File: config.mk
export PLATFORM = sky130hd
export DESIGN_NAME = eeprom_ctrl_top
export DESIGN_NICKNAME = d
export VERILOG_FILES = /design/src/i2c_pkg.sv /design/src/eeprom_pkg.sv /design/src/i2c_bit_engine.sv /design/src/eeprom_sequencer.sv /design/src/eeprom_ctrl_top.sv
export VERILOG_INCLUDE_DIRS = /design/src /design/src/src
export SDC_FILE = /design/constraint.sdc
export NUM_CORES = 1
export LEC_CHECK = 0
export BUFFER_PORTS_ARGS = -buffer_cell sky130_fd_sc_hd__buf_2
export CORE_ASPECT_RATIO = 1.1
export CORE_MARGIN = 3
export CORE_UTILIZATION = 35
export CTS_BUF_LIST = sky130_fd_sc_hd__clkbuf_2 sky130_fd_sc_hd__clkbuf_4 sky130_fd_sc_hd__clkbuf_8
export DETAILED_ROUTE_END_ITERATION = 10
export HOLD_SLACK_MARGIN = 0.03
export PLACE_DENSITY = 0.56
export SETUP_SLACK_MARGIN = 0.05
export SYNTH_ARGS = -nofsm -noshare
export SYNTH_HDL_FRONTEND = slang
export SYNTH_SLANG_ARGS = --single-unit
File: constraint.sdc
create_clock -name CLK -period 9.39 [get_ports CLK]
set_input_delay 0.939 -clock CLK [delete_from_list [all_inputs] [get_ports CLK]]
set_output_delay 0.939 -clock CLK [all_outputs]
set_load 0.01 [all_outputs]
File: src/eeprom_cfg.svh
`ifndef EEPROM_CFG_SVH
`define EEPROM_CFG_SVH

// CLK cycles per quarter of an SCL period
`define EEPROM_SCL_DIV 2

// byte address width, 2 KB part
`define EEPROM_ADDR_W 11

// device type code, top nibble of the control byte
`define EEPROM_DEV_CODE 4'b1010

`endif

File: src/i2c_pkg.sv
`default_nettype none

package i2c_pkg;

    typedef logic [7:0] i2c_byte_t;

    // commands accepted by the bit engine
    typedef enum logic [1:0] {
        i2c_cmd_start,
        i2c_cmd_write,
        i2c_cmd_read,
        i2c_cmd_stop
    } i2c_cmd_t;

    typedef enum logic [2:0] {
        bit_idle,
        bit_start,
        bit_shift,
        bit_ack,   // ninth bit
        bit_stop
    } i2c_bit_state_t;

endpackage

`default_nettype wire

File: src/eeprom_pkg.sv
`default_nettype none

`include "eeprom_cfg.svh"

package eeprom_pkg;

    typedef logic [`EEPROM_ADDR_W-1:0] eeprom_addr_t;
    typedef logic [7:0]                eeprom_data_t;
    typedef logic [7:0]                eeprom_ctrl_byte_t; // code, page, r/w

    typedef enum logic [3:0] {
        seq_idle,
        seq_start,
        seq_ctrl_wr,
        seq_addr,
        seq_data_wr,
        seq_restart,
        seq_ctrl_rd,
        seq_data_rd,
        seq_stop,
        seq_finish
    } eeprom_seq_state_t;

endpackage

`default_nettype wire

File: src/i2c_bit_engine.sv
`default_nettype none

`include "eeprom_cfg.svh"

module i2c_bit_engine
    import i2c_pkg::*;
(
    input  logic      CLK,
    input  logic      RESET,
    input  i2c_cmd_t  cmd,
    input  logic      cmd_valid,
    input  i2c_byte_t tx_byte,
    input  logic      master_ack,
    output logic      done,
    output i2c_byte_t rx_byte,
    output logic      slave_ack,
    output logic      scl,
    output logic      sda_oe,
    input  logic      sda
);

    localparam int Q  = `EEPROM_SCL_DIV;
    localparam int QW = (Q > 1) ? $clog2(Q) : 1;

    i2c_bit_state_t state;
    i2c_cmd_t       cmd_q;
    logic [QW-1:0]  qcnt;
    logic [1:0]     phase;     // quarter within the current bit
    logic [2:0]     bit_cnt;
    logic           tick;
    logic           bit_end;
    i2c_byte_t      shreg;
    logic           sda_bit;
    logic           ack_lvl;
    logic           scl_q;
    logic           oe_q;
    logic           scl_dec;
    logic           oe_dec;

    assign tick    = (qcnt == QW'(Q - 1));
    assign bit_end = tick && (phase == 2'd3);

    // line levels per phase, idle keeps the last ones
    always_comb
    begin
        scl_dec = scl_q;
        oe_dec  = oe_q;
        case (state)
            bit_start:
            begin
                // release first, raise scl, then pull sda low while scl high
                scl_dec = (phase == 2'd0) ? scl_q : (phase != 2'd3);
                oe_dec  = phase[1];
            end
            bit_stop:
            begin
                scl_dec = (phase != 2'd0);
                oe_dec  = !phase[1]; // sda rises while scl high
            end
            bit_shift:
            begin
                scl_dec = (phase == 2'd1) || (phase == 2'd2);
                oe_dec  = (cmd_q == i2c_cmd_write) && !shreg[7];
            end
            bit_ack:
            begin
                scl_dec = (phase == 2'd1) || (phase == 2'd2);
                oe_dec  = (cmd_q == i2c_cmd_read) && !ack_lvl;
            end
            default:
            begin
                scl_dec = scl_q;
                oe_dec  = oe_q;
            end
        endcase
    end

    assign scl     = scl_dec;
    assign sda_oe  = oe_dec;
    assign rx_byte = shreg;

    always_ff @(posedge CLK)
    begin
        if (RESET)
        begin
            state <= bit_idle;
            cmd_q <= i2c_cmd_stop;
            qcnt  <= '0;
            phase <= '0;
            done  <= 1'b0;
            scl_q <= 1'b1; // bus idle
            oe_q  <= 1'b0;
        end
        else
        begin
            done  <= 1'b0;
            scl_q <= scl_dec;
            oe_q  <= oe_dec;
            if (state == bit_idle)
            begin
                qcnt  <= '0;
                phase <= '0;
                if (cmd_valid)
                begin
                    cmd_q <= cmd;
                    case (cmd)
                        i2c_cmd_start: state <= bit_start;
                        i2c_cmd_stop:  state <= bit_stop;
                        default:       state <= bit_shift;
                    endcase
                end
            end
            else
            begin
                qcnt <= tick ? '0 : qcnt + 1'b1;
                if (tick)
                    phase <= phase + 2'd1;
                if (bit_end)
                begin
                    case (state)
                        bit_shift:
                        begin
                            if (bit_cnt == 3'd0)
                                state <= bit_ack;
                        end
                        default:
                        begin
                            state <= bit_idle;
                            done  <= 1'b1;
                        end
                    endcase
                end
            end
        end
    end

    always_ff @(posedge CLK)
    begin
        if (state == bit_idle && cmd_valid)
        begin
            shreg   <= tx_byte;
            bit_cnt <= 3'd7;
            ack_lvl <= master_ack;
        end
        if (tick && phase == 2'd1)
            sda_bit <= sda; // middle of scl high
        if (bit_end && state == bit_shift)
        begin
            shreg   <= {shreg[6:0], sda_bit}; // msb first
            bit_cnt <= bit_cnt - 3'd1;
        end
        if (bit_end && state == bit_ack)
            slave_ack <= sda_bit;
    end

endmodule

`default_nettype wire

File: src/eeprom_sequencer.sv
`default_nettype none

`include "eeprom_cfg.svh"

module eeprom_sequencer
    import i2c_pkg::*;
    import eeprom_pkg::*;
(
    input  logic         CLK,
    input  logic         RESET,
    input  logic         wb_cyc,
    input  logic         wb_stb,
    input  logic         wb_we,
    input  eeprom_addr_t wb_adr,
    input  eeprom_data_t wb_dat_w,
    output eeprom_data_t wb_dat_r,
    output logic         wb_ack,
    output logic         wb_err,
    output i2c_cmd_t     cmd,
    output logic         cmd_valid,
    output i2c_byte_t    tx_byte,
    output logic         master_ack,
    input  logic         done,
    input  i2c_byte_t    rx_byte,
    input  logic         slave_ack
);

    eeprom_seq_state_t state;
    eeprom_seq_state_t state_n;
    eeprom_addr_t      adr_q;
    eeprom_data_t      dat_q;
    eeprom_data_t      rd_data;
    eeprom_ctrl_byte_t ctrl_wr;
    eeprom_ctrl_byte_t ctrl_rd;
    logic              we_q;
    logic              nack;       // some written byte went unacknowledged
    logic              wait_low;   // strobe must drop before the next cycle
    logic              bus_req;
    logic              ack_missing;
    logic              issue;
    i2c_cmd_t          cmd_n;
    i2c_byte_t         tx_n;

    assign bus_req = wb_cyc && wb_stb && !wait_low;
    assign ctrl_wr = {`EEPROM_DEV_CODE, adr_q[`EEPROM_ADDR_W-1 -: 3], 1'b0};
    assign ctrl_rd = {`EEPROM_DEV_CODE, adr_q[`EEPROM_ADDR_W-1 -: 3], 1'b1};
    assign ack_missing = done && slave_ack &&
                         (state inside {seq_ctrl_wr, seq_addr, seq_data_wr, seq_ctrl_rd});

    assign master_ack = 1'b1; // single byte reads end with NACK
    assign wb_dat_r   = rd_data;

    always_comb
    begin
        state_n = state;
        issue   = 1'b0;
        cmd_n   = i2c_cmd_stop;
        tx_n    = tx_byte;
        case (state)
            seq_idle:
            begin
                if (bus_req)
                begin
                    state_n = seq_start;
                    issue   = 1'b1;
                    cmd_n   = i2c_cmd_start;
                end
            end
            seq_start, seq_restart:
            begin
                if (done)
                begin
                    state_n = (state == seq_start) ? seq_ctrl_wr : seq_ctrl_rd;
                    issue   = 1'b1;
                    cmd_n   = i2c_cmd_write;
                    tx_n    = (state == seq_start) ? ctrl_wr : ctrl_rd;
                end
            end
            seq_ctrl_wr:
            begin
                if (done && !ack_missing)
                begin
                    state_n = seq_addr;
                    issue   = 1'b1;
                    cmd_n   = i2c_cmd_write;
                    tx_n    = adr_q[7:0];
                end
            end
            seq_addr:
            begin
                if (done && !ack_missing)
                begin
                    state_n = we_q ? seq_data_wr : seq_restart;
                    issue   = 1'b1;
                    cmd_n   = we_q ? i2c_cmd_write : i2c_cmd_start;
                    tx_n    = dat_q;
                end
            end
            seq_ctrl_rd:
            begin
                if (done && !ack_missing)
                begin
                    state_n = seq_data_rd;
                    issue   = 1'b1;
                    cmd_n   = i2c_cmd_read;
                end
            end
            seq_data_wr, seq_data_rd:
            begin
                if (done)
                begin
                    state_n = seq_stop;
                    issue   = 1'b1;
                end
            end
            seq_stop:
            begin
                if (done)
                    state_n = seq_finish;
            end
            default:
                state_n = seq_idle;
        endcase
        if (ack_missing)
        begin
            state_n = seq_stop; // abandon the transfer
            issue   = 1'b1;
            cmd_n   = i2c_cmd_stop;
        end
    end

    always_ff @(posedge CLK)
    begin
        if (RESET)
        begin
            state     <= seq_idle;
            cmd_valid <= 1'b0;
            wb_ack    <= 1'b0;
            wb_err    <= 1'b0;
            nack      <= 1'b0;
            wait_low  <= 1'b0;
        end
        else
        begin
            state     <= state_n;
            cmd_valid <= issue;
            wb_ack    <= (state == seq_stop) && done && !nack;
            wb_err    <= (state == seq_stop) && done && nack;
            if (state == seq_idle)
                nack <= 1'b0;
            else if (ack_missing)
                nack <= 1'b1;
            if (state == seq_finish)
                wait_low <= wb_stb;
            else if (!wb_stb)
                wait_low <= 1'b0;
        end
    end

    always_ff @(posedge CLK)
    begin
        if (state == seq_idle && bus_req)
        begin
            adr_q <= wb_adr;
            dat_q <= wb_dat_w;
            we_q  <= wb_we;
        end
        if (issue)
        begin
            cmd     <= cmd_n;
            tx_byte <= tx_n;
        end
        if (state == seq_data_rd && done)
            rd_data <= rx_byte;
    end

endmodule

`default_nettype wire

File: src/eeprom_ctrl_top.sv
`default_nettype none

module eeprom_ctrl_top
    import i2c_pkg::*;
    import eeprom_pkg::*;
(
    input  logic         CLK,
    input  logic         RESET,
    input  logic         wb_cyc,
    input  logic         wb_stb,
    input  logic         wb_we,
    input  eeprom_addr_t wb_adr,
    input  eeprom_data_t wb_dat_w,
    output eeprom_data_t wb_dat_r,
    output logic         wb_ack,
    output logic         wb_err,
    output logic         scl,
    output logic         sda_oe,   // high pulls sda low
    input  logic         sda
);

    i2c_cmd_t  cmd;
    logic      cmd_valid;
    i2c_byte_t tx_byte;
    logic      master_ack;
    logic      done;
    i2c_byte_t rx_byte;
    logic      slave_ack;

    eeprom_sequencer sequencer_inst (
        .CLK        (CLK),
        .RESET      (RESET),
        .wb_cyc     (wb_cyc),
        .wb_stb     (wb_stb),
        .wb_we      (wb_we),
        .wb_adr     (wb_adr),
        .wb_dat_w   (wb_dat_w),
        .wb_dat_r   (wb_dat_r),
        .wb_ack     (wb_ack),
        .wb_err     (wb_err),
        .cmd        (cmd),
        .cmd_valid  (cmd_valid),
        .tx_byte    (tx_byte),
        .master_ack (master_ack),
        .done       (done),
        .rx_byte    (rx_byte),
        .slave_ack  (slave_ack)
    );

    i2c_bit_engine bit_engine_inst (
        .CLK        (CLK),
        .RESET      (RESET),
        .cmd        (cmd),
        .cmd_valid  (cmd_valid),
        .tx_byte    (tx_byte),
        .master_ack (master_ack),
        .done       (done),
        .rx_byte    (rx_byte),
        .slave_ack  (slave_ack),
        .scl        (scl),
        .sda_oe     (sda_oe),
        .sda        (sda)
    );

endmodule

`default_nettype wire

Word-level counts from Yosys, hierarchy flattened
Index checks and enable logic that the tools add are counted.

word-level totals
  bits in registers = 71
  input port bits = 25
  output and inout port bits = 12
  word-level logic and storage cells = 155

cells by class
  $add $sub $neg = 3
  equality and inequality tests = 36
  multiplexer cells = 44
  bitwise operators = 1
  reductions and logical operators = 47

operators with widths
  operator                                                                  count
  8-bit two-way mux                                                         5
  4-bit two-way mux                                                         8
  4-bit case mux with 7 select lines                                        1
  3-bit two-way mux                                                         8
  8-bit case mux with 3 select lines                                        1
  4-bit by 3-bit == test with 1-bit output (second input constant)          4
  1-bit logical AND                                                         16
  3-bit by 1-bit inequality test with 1-bit output (second input constant)  5
  7-bit AND reduction                                                       2
  1-bit two-way mux                                                         12
  2-bit OR reduction                                                        6
  2-bit by 1-bit inequality test with 1-bit output (second input constant)  5
  2-bit inequality test (second input constant)                             5
  2-bit case mux with 5 select lines                                        1
  3-bit by 2-bit inequality test with 1-bit output (second input constant)  3
  3-bit OR reduction                                                        3
  4-bit by 2-bit == test with 1-bit output (second input constant)          2
  4-bit == test (second input constant)                                     2
  2-bit two-way mux                                                         4
  2-bit == test (second input constant)                                     3
  3-bit by 2-bit == test with 1-bit output (second input constant)          2
  3-bit logical NOT                                                         2
  1-bit case mux with 3 select lines                                        2
  3-bit case mux with 2 select lines                                        1
  20 further kinds                                                          28

Logic depth before layout (Yosys ltp)
  depth in word-level cells = 9
  mapped depth = 6
  gate-level depth less buffers = 6

Modules after synthesis
A second synthesis with hierarchy kept.

second synthesis, totals
  cells, all modules = 256
  area total of the unflattened synthesis = 3154.3 sq um

modules (own cells, without submodules)
  module            instances  cells each  area an instance (sq um)  sequential area each (sq um)
  eeprom_sequencer  1          149         1951.9                    1321.3
  i2c_bit_engine    1          107         1202.4                    640.6

Least setup slack after synthesis
Ideal clock, no wire load.

  path type = input port to flip-flop
  start point = input wb_stb
  end point = register sequencer_inst.adr_q[0] (enable)
  arrival time = 3068 ps
  setup slack = 5873 ps
  cell stages on the path = 2
  path through = nand3b_1 -> nor4_1

on the way
  cells in the longest elaborated chain, start to end = 3

ends and longest elaborated chain
  what                             RTL line                 source
  start, declared                  eeprom_ctrl_top.sv:10    input logic wb_stb,
  1-bit logical AND (2 in series)  eeprom_sequencer.sv:44   assign bus_req = wb_cyc && wb_stb && !wait_low;
  1-bit logical AND                eeprom_sequencer.sv:162  if (state == seq_idle && bus_req)
  end signal, assigned             eeprom_sequencer.sv:164  adr_q <= wb_adr;
  end, declared                    eeprom_sequencer.sv:30   eeprom_addr_t adr_q;

Every way passes these cells.
A chain may end at the register's enable or synchronous reset.

Worst setup path after layout
  start point = register bit_engine_inst.phase[1]
  end point = output scl

on the way
  cells in the longest elaborated chain, start to end = 3

ends and longest elaborated chain
  what                                                          RTL line                                                          source
  start, declared                                               i2c_bit_engine.sv:28                                              logic [1:0] phase;
  start signal, assigned                                        i2c_bit_engine.sv:117                                             phase <= phase + 2'd1;
  2-bit inequality test, or another cell as far along           i2c_bit_engine.sv:52                                              scl_dec = (phase == 2'd0) ? scl_q : (phase != 2'd3);
  1-bit two-way mux / 1-bit logical OR (equally long branches)  i2c_bit_engine.sv:52, i2c_bit_engine.sv:62, i2c_bit_engine.sv:67
  1-bit case mux with 3 select lines (*)                        i2c_bit_engine.sv:48                                              case (state)
  end, declared                                                 eeprom_ctrl_top.sv:17                                             output logic scl,

Mark *: on every way between the ends. The rest lies on a longest branch, timed or not.

==> impl_metrics.toml <==
[synthesis]
yosys.area.top_type = "edfxtp_1"
syn_area_sq_um = 3110
synth_seq_cells = 71
syn_avg_cell_area_sq_um = 12.5
yosysSeqAreaShare_pct = 62.1
synthFlopType = "edfxtp_1"
ys.warnings.count = 0
synth_fp_nets = 281
yosys.area.top_type_share_pct = 49.2
synth_edf_count = 51
synth_cells = 249
synth_cell_types = 56
synthArstFlopShare_pct = 0
synth_area_leaders = "edfxtp_1 (49%), dfxtp_1 (13%), mux2i_1 (3.2%), mux2_1 (2.9%), ha_1 (2.8%)"

[place]
numPortBuffers = 36
gp_congestion = 0.847
place_ws_ps = 7010
dp_hpwl_mm = 3.64

[route]
route.met2.wl_mm = 2.44
vias_per_cell = 4.81
drc = 0
routed.top_layer = "met4"
wl_met3_microns = 244
dr.pass1.iters = 4
antenna_left = 0
first_iter_violations = 92
wl_met1_mm = 2.53
routedWlPerCell_microns = 13.3
num_vias = 1924
drt-total-wl_mm = 5.31

[timing]
finalCriticalPeriod_ps = 2680
tightest_slew_ps = 930
finalSetupTns_ps = 0
setup_viol_count_final = 0
finalMaxSlewViolations = 0
grt_setup_unrepaired = "false"
min_period_over_period_pct = 28.5
setup_ws_ps = 6710
relSlewSlack_pct = 37.9
hold_viol = 0
fin_worst_skew_ps = 9.20
max_freq_ghz = 0.373

[global_route]
grt_overflow = 0
grt.total_usage_pct = 11.5
grt_pass1_vias = 1898
antenna_found_initial = 0
grt_pass1_wl_mm = 8.94
grt_max_degree = 25

[worst_hold_path]
min_path_type = "reg2reg"
min_path_cells = 1

[clock_tree]
cts_hold_buf = 0
clkTransAtPathRegs_ps = 70
postCtsSetupBuffers = 0
ctsResizeCount = 0
cts-root-buf = "clkbuf_8"
clk_latency_ps = 340
cts_tree = "built"
cts.path.max_buffers = 2
numCtsBuffers = 9
cts_max_level = 3
cts_sinks = 71

[worst_setup_path]
cp-start-kind = "register"
reg2reg_depth = 3
timing_worst_setup_path_type = "reg2out"
required_ps = 8450
cp_max_fo = 4
cp-end-kind = "output pin"
worstPathArrival_ps = 1740

[die]
coreArea_sq_um = 8540
die_w_microns = 95.9
fp.dieArea_sq_um = 10100
rows = 35
die_y_microns = 105
ios = 37
initial_utilization_pct = 36.5

[power]
p_total_mw = 0.705
vdd_drop_max_mv = 0.0911
p_leak_nw = 1.30
powerDensity_nw_per_um2 = 194

[cells_and_area]
drive_gt1_share_pct = 21.8
nets = 317
fill_cells = 786
antenna_cells = 0
syn_to_final_growth_pct = 17.0

[flow_run]
drv_cap = 0

[status]
outcome = "finished, final reports clean"
[metal layers]
metal	GRT usage, %	vias up
li1	-	992
met1	15.4	880
met2	17.0	40
met3	3.24	12
met4	5.59	0
met5	0	-
[worst paths after layout]
check / from / to / slack (ps)
hold / removal: sequencer_inst.nack / sequencer_inst.wb_ack / 440
setup reg to reg: bit_engine_inst.state[1] / bit_engine_inst.bit_cnt[0] / 7000
hold reg to reg: sequencer_inst.nack / sequencer_inst.wb_ack / 440
setup / recovery: bit_engine_inst.phase[1] / scl / 6710
[report_power, final]
group / switching [mW] / leakage, nW / internal [mW]
clock: 0.110 / 0.127 / 0.202
combinational: 0.0188 / 0.551 / 0.0191
sequential: 0.00950 / 0.619 / 0.345
total: 0.139 / 1.30 / 0.566
[critical path: stages, from the launching register on]
cell and delay [ps]:
dfxtp_1 380, inv_1 100, ha_1 300, nand2b_1 140, o311ai_1 120, a21oi_1 210
buf_2 160
[metrics by stage]
step | area (sq um) | std cells | util (%) | hold WS (ps)
floorplan | 3110 | 249 | - | 414
global placement | 3380 | 385 | 39.6 | 439
detailed placement | 3380 | 385 | 39.6 | 433
CTS | 3640 | 400 | 42.6 | 448
global route | 3640 | 400 | 42.6 | 469
finish | 3640 | 400 | 42.6 | 444
[flip-flops by register name, summed over array words and instances, names as in the netlist, 2 cells and up]
register and cells:
bit_engine_inst.rx_byte 8, bit_engine_inst.cmd_q 2, bit_engine_inst.phase 2, sequencer_inst.cmd 2, sequencer_inst.dat_q 8, sequencer_inst.adr_q 11, sequencer_inst.state 4, bit_engine_inst.state 3
sequencer_inst.tx_byte 8, sequencer_inst.wb_dat_r 8, bit_engine_inst.bit_cnt 3
[synth_stat cells, drive strengths merged (5+ instances only)]
master,n
edfxtp,51
dfxtp,20
nor2,16
nand2,14
inv,13
o21ai,11
mux2i,10
nand2b,9
nor3,9
buf,8
mux2,8
ha,7
a21oi,6
nand3,6
a211oi,5
[final cells by class]
type                    instances  area, sq um  area share, %
clock buffers                   9          124           3.40
clock inverters                 6          133           3.64
inverters                      13         48.8           1.34
multi-input cells             153         1080           29.6
flip-flops and latches         71         1930           53.1
well taps                     111          139           3.81
repair buffers                 37          188           5.15
[placed cells by master (no fill, tap or decap), drive strengths merged, types with 2 or more instances in the layout]
| master | n |
|---|---|
| edfxtp | 51 |
| buf | 37 |
| dfxtp | 20 |
| nor2 | 16 |
| nand2 | 14 |
| inv | 14 |
| o21ai | 11 |
| mux2i | 10 |
| nand2b | 9 |
| clkbuf | 9 |
| nor3 | 9 |
| mux2 | 8 |
| ha | 7 |
| nand3 | 6 |
| a21oi | 6 |
| a211oi | 5 |
| o211ai | 4 |
| bufinv | 4 |
| nor4 | 4 |
| or2 | 4 |
| nand3b | 3 |
| or3 | 3 |
| nor2b | 3 |
| a31oi | 3 |
| o22ai | 3 |
| o21a | 2 |
| nor3b | 2 |
| and2 | 2 |
| a22oi | 2 |
| xnor2 | 2 |
| a21boi | 2 |
| a221oi | 2 |
[cell families (layout without fill, tap and decap cells)]
| kind of cell | count (synthesis) | after routing | share of synthesized area [%] |
|---|---|---|---|
| adders and majority gates | 7 | 7 | 2.81 |
| and+or+nand+nor | 79 | 79 | 14.1 |
| AOI/OAI and AO/OA | 47 | 47 | 10.8 |
| buffers and inverters | 25 | 65 | 3.54 |
| DFF | 71 | 71 | 62.1 |
| xor gates and xnor gates | 2 | 2 | 0.563 |
| muxes | 18 | 18 | 6.11 |
No activity file was read; power rests on OpenSTA's default activity.
